$ cat config.mk
export PLATFORM = sky130hd
export DESIGN_NAME = soc_periph
export DESIGN_NICKNAME = d
export VERILOG_FILES = /design/src/common/soc_bus_pkg.sv /design/src/common/soc_periph_pkg.sv /design/src/common/periph_bus_if.sv /design/src/verilog/reset_stretch.sv /design/src/verilog/bus_select.sv /design/src/verilog/gpio_reg.sv /design/src/uart/uart_baud.sv /design/src/uart/uart_tx.sv /design/src/verilog/soc_periph.sv
export SDC_FILE = /design/constraint.sdc
export NUM_CORES = 1
export LEC_CHECK = 0
export BUFFER_PORTS_ARGS = -buffer_cell sky130_fd_sc_hd__clkbuf_2
export CORE_MARGIN = 2
export CORE_UTILIZATION = 30
export DETAILED_ROUTE_END_ITERATION = 12
export GPL_TIMING_DRIVEN = 0
export PLACE_DENSITY = 0.66
export REMOVE_ABC_BUFFERS = 1
export SLEW_MARGIN = 20
export SYNTH_ARGS = -nofsm -noshare
export SYNTH_HDL_FRONTEND = slang
export SYNTH_SLANG_ARGS = --single-unit
$ cat constraint.sdc
create_clock -name wb_clk -period 1.98 [get_ports wb_clk]
set_input_delay 0.297 -clock wb_clk [delete_from_list [all_inputs] [get_ports wb_clk]]
set_output_delay 0.297 -clock wb_clk [all_outputs]
set_load 0.1 [all_outputs]
$ cat src/common/soc_bus_pkg.sv
`default_nettype none

package soc_bus_pkg;

    // Bus widths
    localparam int BUS_ADDR_W = 32;
    localparam int BUS_DATA_W = 32;

    // Top address bits used for the chip selects
    localparam int SEL_W = 8;

    // Address map, one select value per slave
    localparam logic [SEL_W-1:0] GPIO_BASE = 8'h40;
    localparam logic [SEL_W-1:0] UART_BASE = 8'h60;

    // UART sees the data word as a byte
    typedef struct packed {
        logic [BUS_DATA_W-9:0] unused;
        logic [7:0]            tx_byte;
    } uart_view_t;

    // GPIO sees the data word as a single level bit
    typedef struct packed {
        logic [BUS_DATA_W-2:0] unused;
        logic                  level;
    } gpio_view_t;

    typedef union packed {
        uart_view_t uart;
        gpio_view_t gpio;
    } bus_data_u;

endpackage

`default_nettype wire

$ cat src/common/soc_periph_pkg.sv
`default_nettype none

package soc_periph_pkg;

    // wb_clk cycles per UART bit
    localparam int UART_DIVIDE = 32;
    localparam int BAUD_CNT_W  = $clog2(UART_DIVIDE);

    // Start, eight data bits and stop
    localparam int UART_FRAME_BITS = 10;
    localparam int UART_CNT_W      = $clog2(UART_FRAME_BITS + 1);

    // GPIO output level after reset
    localparam logic GPIO_RESET_LEVEL = 1'b0;

    // Internal reset hold time after the external reset releases
    localparam int RST_STRETCH = 5;

endpackage

`default_nettype wire

$ cat src/common/periph_bus_if.sv
`default_nettype none

interface periph_bus_if;
    import soc_bus_pkg::*;

    // Decoded select for this slave
    logic      cyc_sel;
    logic      we;
    bus_data_u wdat;
    bus_data_u rdt;

    // Owned by the decoder, not the peripheral
    logic      ack;

    modport ctrl (
        output cyc_sel,
        output we,
        output wdat,
        output ack,
        input  rdt
    );

    modport periph (
        input  cyc_sel,
        input  we,
        input  wdat,
        output rdt
    );

endinterface

`default_nettype wire

$ cat src/verilog/reset_stretch.sv
`default_nettype none

module reset_stretch (
    input  wire  wb_clk,
    input  wire  i_rst_n,
    output logic o_rst
);
    import soc_periph_pkg::*;

    logic [RST_STRETCH-1:0] rst_shift;

    // Fill with ones while external reset is low, then drain with zeros
    always_ff @(posedge wb_clk) begin
        if (!i_rst_n) begin
            rst_shift <= '1;
        end else begin
            rst_shift <= {1'b0, rst_shift[RST_STRETCH-1:1]};
        end
    end

    // Last stage is the bus reset
    assign o_rst = rst_shift[0];

endmodule

`default_nettype wire

$ cat src/verilog/bus_select.sv
`default_nettype none

module bus_select #(
    parameter logic [soc_bus_pkg::SEL_W-1:0] SLAVE_SEL = '0
) (
    input  wire                                wb_clk,
    input  wire                                i_rst,
    input  wire                                i_wb_cyc,
    input  wire                                i_wb_we,
    input  wire [soc_bus_pkg::BUS_DATA_W-1:0]  i_wb_dat,
    input  wire [soc_bus_pkg::SEL_W-1:0]       i_sel_adr,
    periph_bus_if.ctrl                         bus
);

    logic sel;
    logic ack_q;

    // Chip select from the top address byte
    assign sel = i_wb_cyc && (i_sel_adr == SLAVE_SEL);

    assign bus.cyc_sel = sel;
    assign bus.we      = i_wb_we;
    assign bus.wdat    = i_wb_dat;

    // Single-cycle ack, one edge after the select rises.
    // Holding off while ack is high keeps it from repeating
    // in the cycle the master still has cyc up.
    always_ff @(posedge wb_clk) begin
        if (i_rst) begin
            ack_q <= 1'b0;
        end else begin
            ack_q <= sel && !ack_q;
        end
    end

    assign bus.ack = ack_q;

endmodule

`default_nettype wire

$ cat src/verilog/gpio_reg.sv
`default_nettype none

module gpio_reg (
    input  wire           wb_clk,
    input  wire           i_rst,
    periph_bus_if.periph  bus,
    output logic          o_gpio
);
    import soc_bus_pkg::*;
    import soc_periph_pkg::*;

    logic      level_q;
    bus_data_u rdt_v;

    // Latch the level bit on a selected write
    always_ff @(posedge wb_clk) begin
        if (i_rst) begin
            level_q <= GPIO_RESET_LEVEL;
        end else if (bus.cyc_sel && bus.we) begin
            level_q <= bus.wdat.gpio.level;
        end
    end

    // Read back in the GPIO view, zeros elsewhere
    always_comb begin
        rdt_v            = '0;
        rdt_v.gpio.level = level_q;
    end

    assign bus.rdt = rdt_v;
    assign o_gpio  = level_q;

endmodule

`default_nettype wire

$ cat src/uart/uart_baud.sv
`default_nettype none

module uart_baud (
    input  wire  wb_clk,
    input  wire  i_rst,
    output logic o_baud_en
);
    import soc_periph_pkg::*;

    logic [BAUD_CNT_W-1:0] cnt;

    // Down-counter, reloads after reaching zero
    always_ff @(posedge wb_clk) begin
        if (i_rst) begin
            cnt <= BAUD_CNT_W'(UART_DIVIDE - 1);
        end else if (cnt == '0) begin
            cnt <= BAUD_CNT_W'(UART_DIVIDE - 1);
        end else begin
            cnt <= cnt - BAUD_CNT_W'(1);
        end
    end

    // One pulse per reload
    assign o_baud_en = (cnt == '0);

endmodule

`default_nettype wire

$ cat src/uart/uart_tx.sv
`default_nettype none

module uart_tx (
    input  wire           wb_clk,
    input  wire           i_rst,
    input  wire           i_baud_en,
    periph_bus_if.periph  bus,
    output logic          o_tx
);
    import soc_bus_pkg::*;
    import soc_periph_pkg::*;

    logic [UART_FRAME_BITS-1:0] frame_q;
    logic [UART_CNT_W-1:0]      bit_cnt;
    logic                       ready_q;
    logic                       tx_q;
    logic                       load;
    logic                       shift_en;

    // Writes while busy are dropped
    assign load = bus.cyc_sel && bus.we && ready_q;

    // Bits still to put on the line
    assign shift_en = i_baud_en && !ready_q && (bit_cnt != '0);

    // Control and line state
    always_ff @(posedge wb_clk) begin
        if (i_rst) begin
            ready_q <= 1'b1;
            bit_cnt <= '0;
            tx_q    <= 1'b1;
        end else if (load) begin
            ready_q <= 1'b0;
            bit_cnt <= UART_CNT_W'(UART_FRAME_BITS);
        end else if (shift_en) begin
            tx_q    <= frame_q[0];
            bit_cnt <= bit_cnt - UART_CNT_W'(1);
        end else if (i_baud_en && !ready_q) begin
            // Stop bit has had its full baud period
            ready_q <= 1'b1;
        end
    end

    // Frame shifter, stop at the top and start at the bottom
    always_ff @(posedge wb_clk) begin
        if (load) begin
            frame_q <= {1'b1, bus.wdat.uart.tx_byte, 1'b0};
        end else if (shift_en) begin
            frame_q <= {1'b1, frame_q[UART_FRAME_BITS-1:1]};
        end
    end

    // Ready flag readable in bit 0
    assign bus.rdt = {{(BUS_DATA_W - 1){1'b0}}, ready_q};

    assign o_tx = tx_q;

endmodule

`default_nettype wire

$ cat src/verilog/soc_periph.sv
`default_nettype none

module soc_periph (
    input  wire                                wb_clk,
    input  wire                                i_rst_n,
    input  wire                                i_wb_cyc,
    input  wire                                i_wb_we,
    input  wire [soc_bus_pkg::BUS_ADDR_W-1:0]  i_wb_adr,
    input  wire [soc_bus_pkg::BUS_DATA_W-1:0]  i_wb_dat,
    output logic                               o_wb_ack,
    output logic [soc_bus_pkg::BUS_DATA_W-1:0] o_wb_rdt,
    output logic                               o_gpio,
    output logic                               o_uart_tx
);
    import soc_bus_pkg::*;

    logic             wb_rst;
    logic             baud_en;
    logic [SEL_W-1:0] sel_adr;

    periph_bus_if gpio_bus ();
    periph_bus_if uart_bus ();

    reset_stretch u_reset (
        .wb_clk  (wb_clk),
        .i_rst_n (i_rst_n),
        .o_rst   (wb_rst)
    );

    // Only the top byte takes part in decoding
    assign sel_adr = i_wb_adr[BUS_ADDR_W-1 -: SEL_W];

    bus_select #(.SLAVE_SEL(GPIO_BASE)) sel_gpio (
        .wb_clk    (wb_clk),
        .i_rst     (wb_rst),
        .i_wb_cyc  (i_wb_cyc),
        .i_wb_we   (i_wb_we),
        .i_wb_dat  (i_wb_dat),
        .i_sel_adr (sel_adr),
        .bus       (gpio_bus)
    );

    bus_select #(.SLAVE_SEL(UART_BASE)) sel_uart (
        .wb_clk    (wb_clk),
        .i_rst     (wb_rst),
        .i_wb_cyc  (i_wb_cyc),
        .i_wb_we   (i_wb_we),
        .i_wb_dat  (i_wb_dat),
        .i_sel_adr (sel_adr),
        .bus       (uart_bus)
    );

    gpio_reg u_gpio (
        .wb_clk (wb_clk),
        .i_rst  (wb_rst),
        .bus    (gpio_bus),
        .o_gpio (o_gpio)
    );

    uart_baud u_baud (
        .wb_clk    (wb_clk),
        .i_rst     (wb_rst),
        .o_baud_en (baud_en)
    );

    uart_tx u_uart (
        .wb_clk    (wb_clk),
        .i_rst     (wb_rst),
        .i_baud_en (baud_en),
        .bus       (uart_bus),
        .o_tx      (o_uart_tx)
    );

    // At most one slave acks at a time
    assign o_wb_ack = gpio_bus.ack | uart_bus.ack;

    // Read data from whichever slave is selected
    always_comb begin
        if (gpio_bus.cyc_sel) begin
            o_wb_rdt = gpio_bus.rdt;
        end else if (uart_bus.cyc_sel) begin
            o_wb_rdt = uart_bus.rdt;
        end else begin
            o_wb_rdt = '0;
        end
    end

endmodule

`default_nettype wire

# [Yosys cells after proc, flatten, opt, wreduce, memory -nomap -nowiden]
# Cells that the tools add are included.
[word_totals] reg_bits=28 in_bits=68 word_cells=49 out_inout_bits=35
[classes] add_sub_neg=2 muxes=10 n_eq_ne=3 bitwise=2 reduce_logical=20
[ops] operator="9-bit two-way mux" count=2
[ops] operator="8-bit by 7-bit equality test with 1-bit output, second input constant" count=2
[ops] operator="1-bit logical AND" count=9
[ops] operator="4-bit two-way mux" count=2
[ops] operator="5-bit zero test" count=1
[ops] operator="1-bit two-way mux" count=5
[ops] operator="5-bit two-way mux" count=1
[ops] operator="5-bit by 1-bit subtractor with 5-bit output, second input constant" count=1
[ops] operator="2-bit AND reduction" count=2
[ops] operator="2-bit nonzero test" count=2
[ops] operator="4-bit nonzero test" count=1
[ops] operator="2-bit OR reduction" count=2
[ops] operator="4-bit by 1-bit subtractor with 4-bit output, second input constant" count=1
[ops] operator="1-bit zero test" count=3
[ops] operator="2-bit by 1-bit inequality test with 1-bit output, second input constant" count=1
[ops] operator="1-bit inverter" count=1
[ops] operator="1-bit OR" count=1

# [Depth between registers and ports, before layout]
[depth] word_depth=6 depth_mapped=7 mapped_depth_nobuf=5

# [Cells and area by module]
# A second synthesis with hierarchy kept.
[hier_totals] cells_unflattened=285 hier_area_um2=2560.0
[by_module_without_submodules] module="uart_tx" seq_area_each_um2=380.4 cells_per_inst=90 area_per_inst_um2=918.4 n_inst=1
[by_module_without_submodules] module="soc_periph" seq_area_each_um2=0.0 cells_per_inst=45 area_per_inst_um2=367.9 n_inst=1
[by_module_without_submodules] module="bus_select (sel_gpio)" seq_area_each_um2=20.0 cells_per_inst=40 area_per_inst_um2=320.3 n_inst=1
[by_module_without_submodules] module="bus_select (sel_uart)" seq_area_each_um2=20.0 cells_per_inst=40 area_per_inst_um2=317.8 n_inst=1
[by_module_without_submodules] module="gpio_reg" seq_area_each_um2=20.0 cells_per_inst=37 area_per_inst_um2=287.8 n_inst=1
[by_module_without_submodules] module="uart_baud" seq_area_each_um2=100.1 cells_per_inst=23 area_per_inst_um2=219.0 n_inst=1
[by_module_without_submodules] module="reset_stretch" seq_area_each_um2=100.1 cells_per_inst=10 area_per_inst_um2=128.9 n_inst=1

# [Least setup slack after synthesis]
# No wires, ideal clock.
[synth_timing] kind="flip-flop to output port" startpoint="register u_gpio.level_q (netlist: u_gpio.o_gpio)" endpoint="output port o_wb_rdt[0] (netlist name)" setup_slack_ns=-0.704 arrival_time_ns=2.387 n_path_buf=0 stages_incl_launch_ff=3 t_required_ns=1.683 cell_sequence="dfxtp_1 -> mux2i_1 -> nor2_1"
[synth_via] elab_chain_cells=1
[synth_rtl] element="start: declaration" line="gpio_reg.sv:12" rtl="logic level_q;"
[synth_rtl] element="start signal: assignment" line="gpio_reg.sv:20" rtl="level_q <= bus.wdat.gpio.level;"
[synth_rtl] element="1-bit two-way mux" line="soc_periph.sv:79" rtl="if (gpio_bus.cyc_sel) begin"
[synth_rtl] element="end: declaration" line="soc_periph.sv:11" rtl="output logic [soc_bus_pkg::BUS_DATA_W-1:0] o_wb_rdt,"
# Every way passes these cells.

# [Final worst setup path]
[layout_timing] startpoint="register u_baud.cnt[0]" endpoint="register u_uart.frame_q[2] (enable)"
[layout_via] elab_chain_cells=4
[layout_rtl] element="start: declaration" line="uart_baud.sv:10" rtl="logic [BAUD_CNT_W-1:0] cnt;"
[layout_rtl] element="start signal: assignment" line="uart_baud.sv:15" rtl="cnt <= BAUD_CNT_W'(UART_DIVIDE - 1);"
[layout_rtl] element="start signal: assignment" line="uart_baud.sv:17" rtl="cnt <= BAUD_CNT_W'(UART_DIVIDE - 1);"
[layout_rtl] element="start signal: assignment" line="uart_baud.sv:19" rtl="cnt <= cnt - BAUD_CNT_W'(1);"
[layout_rtl] element="5-bit zero test" line="uart_baud.sv:24" rtl="assign o_baud_en = (cnt == '0);"
[layout_rtl] element="1-bit logical AND (2 in a row)" line="uart_tx.sv:24" rtl="assign shift_en = i_baud_en && !ready_q && (bit_cnt != '0);"
[layout_rtl] element="2-bit nonzero test (no source line)"
[layout_rtl] element="end signal: assignment" line="uart_tx.sv:47" rtl="frame_q <= {1'b1, bus.wdat.uart.tx_byte, 1'b0};"
[layout_rtl] element="end signal: assignment" line="uart_tx.sv:49" rtl="frame_q <= {1'b1, frame_q[UART_FRAME_BITS-1:1]};"
[layout_rtl] element="end: declaration" line="uart_tx.sv:13" rtl="logic [UART_FRAME_BITS-1:0] frame_q;"
# Every way passes these cells.
# A chain may end at the register's enable or synchronous reset.

==> key figures <==
Run status
  – Status: finished, final reports clean

Power
  – Power per cell area: 839 nW/um^2
  – Total power: 1.33 mW
  – Peak VDD IR: 0.494 mV
  – Leak pwr: 0.739 nW

Critical path
  – Reg-to-reg endpoint: u_uart.frame_q[2]
  – Delay-heaviest family, CP: simple AND/OR/NAND/NOR gates
  – Critical-path cell list: inv_1, ha_1, or4b_4, nor3_4, nand2b_4
  – Crit-path slowest cell: or4b_4
  – CP endpoint: u_uart.frame_q[2]
  – R2r setup slk: 140 ps
  – Peak per-stage delay on the critical path: 540 ps
  – CP Capture Type: flip-flop
  – Worst endpoint required time: 1970 ps
  – CP Data Arrival Time: 1840 ps
  – Critical path peak fanout: 8
  – Crit path launch type: flip-flop
  – Reg2reg path depth: 5
  – CP bufs+invs: 1
  – RR Startpoint: u_baud.cnt[0]
  – Worst Setup SP: u_baud.cnt[0]
  – Crit path depth: 5
  – Setup CP Type: reg2reg

Floorplan
  – Die area: 5290 um^2
  – Die W: 72.7 um
  – Top Ports: 103
  – Core area: 4630 um^2
  – Initial Util: 30.6%
  – Num rows: 25
  – Die height: 72.7 um

STA
  – Worst-Margin Slew: 605 ps
  – Final setup viols: 0
  – Number of hold violations in the final report: 0
  – RSZ-0062 raised after global routing: no
  – Post-route minimum period: 1840 ps
  – Worst Clk Skew: 2.01 ps
  – Sum Neg Setup Slack: 0 ps
  – Slew margin rel.: 59.5%
  – Fmax achieved: 542 MHz
  – Period utilisation layout: 93.2%
  – Slew Limit Fails: 0

Routing
  – Routed len/inst: 10.5 um
  – Pre-antenna DRT Iters: 4
  – Initial DRC Count: 36
  – Final wirelength: 2300 um
  – Via density: 4.56
  – Via Count: 998
  – Drt drc: 0
  – ANT nets after route: 0

Layout
  – Fraction of layout cells with a size suffix above 1: 24.8%
  – Area added between synthesis and finish: 12.1%
  – Non-filler cells, final: 219
  – Ant. Diodes: 0
  – Fin util: 34.3%
  – Final Net Count: 236

Clock network
  – Clock tree buffer depth: 2
  – Hold buffers post-CTS: 0
  – Worst-Skew Late Latency: 270 ps
  – TritonCTS clock tree: done
  – Clk slew on worst S/H paths: 90 ps
  – Root buffer cell: clkbuf_8
  – Clock Sinks: 28
  – CTS Buf Count: 3
  – H-tree lvl count: 1

Global route
  – Final global-route overflow total: 0
  – Global-route wire length before repair: 3840 um
  – Initial antenna violation count: 0
  – Gr usage total: 9.02%
  – Vias in the first global route: 847
  – GR Util met3: 3.18%
  – Met1 Usage GRT: 12.9%
  – Grt peak-use layer: met2
  – Largest net degree at the start of global routing: 17
  – GRT met2 Usage: 13.5%

Synth
  – EDFF count, synth: 8
  – Count leader, synth: buf_4
  – Cell accounting for the most synthesized area: dfxtp_1
  – Post-synthesis sequential area ratio: 45.2%
  – Yosys cell types: 38
  – Xor/xnor cell area share of the yosys netlist: 0.618%
  – Async SR Flop Fraction: 0%
  – Post-synthesis mux area share: 0.706%
  – Synth top area cells: dfxtp_1, buf_4, edfxtp_1
  – Complex-gate fraction of the synthesized area: 11.8%
  – Post-Synth Simple-Gate Area: 18.8%
  – Top FF cell, synth: dfxtp_1
  – Synth warn: 0
  – Top-area cell type share of the netlist area: 28.2%
  – Post-Synth Adder-Cell Area: 1.77%
  – Syn avg cell area: 9.91 um^2
  – Top cells by count, synth: buf_4, dfxtp_1, inv_1
  – Mapped cell area: 1420 um^2
  – Largest family of logic cells by synthesized area: buffers and inverters
  – Synthesized instance count: 143
  – Yosys reg bits: 28

Placed design
  – Final GP Congestion: 0.771
  – Port Buf Inserts: 23
  – Placed cells: 214
  – Dpl hpwl: 1680 um

Run
  – Max Cap Viol: 0

Min path
  – HP Class: in2reg
[worst min path at each step]
stage | start | endpoint | cells past startpoint
after floorplan | i_rst_n | u_reset.rst_shift[4] | 1
after global placement | u_baud.cnt[0] | u_baud.cnt[0] | 1
after detailed placement | u_baud.cnt[0] | u_baud.cnt[0] | 1
after CTS | i_rst_n | u_reset.rst_shift[4] | 2
after global routing | i_rst_n | u_reset.rst_shift[1] | 2
final | i_rst_n | u_reset.rst_shift[4] | 2
[stage by stage]
stage / cell area [um^2] / hold slack, ps / worst slack (ps)
after floorplan: 1270 / 354 / -704
after global placement: 1460 / 384 / -864
after detailed placement: 1460 / 389 / -865
after CTS: 1560 / 208 / 62.9
after global routing: 1590 / 221 / 8.33
final: 1590 / 215 / 135
[per-layer routing]
metal	vias to the layer above	wire length, um
met5	-	0
met4	0	19
met3	4	128
met2	29	1080
met1	471	1070
li1	494	-
[power by group]
part	internal [mW]	switching (mW)
logic	0.0210	0.271
registers	0.590	0.00227
clock network	0.271	0.177
total	0.882	0.450
[final cells by class]
type                            count  area (um^2)
Inverter                           10         37.5
Clock inverter                      1         30.0
Fill cell                         473         3040
Tap cell                           54         67.6
Multi-Input combinational cell     99          647
Clock buffer                        3         41.3
Sequential cell                    28          641
Timing Repair Buffer               24          125
[flip-flops by register name, indices dropped and copies added (netlist names)]
name / cells
u_uart.ready_q: 1
u_uart.o_tx: 1
u_reset.rst_shift: 5
u_gpio.o_gpio: 1
sel_gpio.bus.ack: 1
u_uart.frame_q: 9
sel_uart.bus.ack: 1
u_uart.bit_cnt: 4
u_baud.cnt: 5
[placed cells by master (no fill, tap or decap), drive strengths merged, types with 2 or more instances in the layout]
master / instances
a31oi: 2
nor4: 2
inv: 10
o21ai: 4
nor4b: 4
o31ai: 3
ha: 2
nand3: 2
or4: 2
nor2b: 2
or4b: 3
clkbuf: 26
dfxtp: 20
a22o: 7
a211oi: 2
edfxtp: 8
nand2: 5
nand2b: 6
a21oi: 2
nor2: 2
conb: 31
nor3: 3
nand4: 5
[kinds of logic (layout without fill, tap and decap cells)]
| logic type | after synthesis | count (layout) |
|---|---|---|
| AND/OR/NAND/NOR | 41 | 41 |
| AO/OA/AOI/OAI | 23 | 23 |
| flip-flops | 28 | 28 |
| other | 1 | 31 |
| adder cells (fa/ha/maj) | 2 | 2 |
| buffers and inverters | 46 | 38 |
| XOR/XNOR | 1 | 1 |
| multiplexers | 1 | 1 |
[repair_timing]
item                       4_1_cts  5_1_grt
gates resized for setup          6        5
hold endpoints to repair         0        0
buffers inserted                 1        0
setup endpoints to repair       19       26
pin swaps                        1        0
Power figures use the tool's default switching activity.
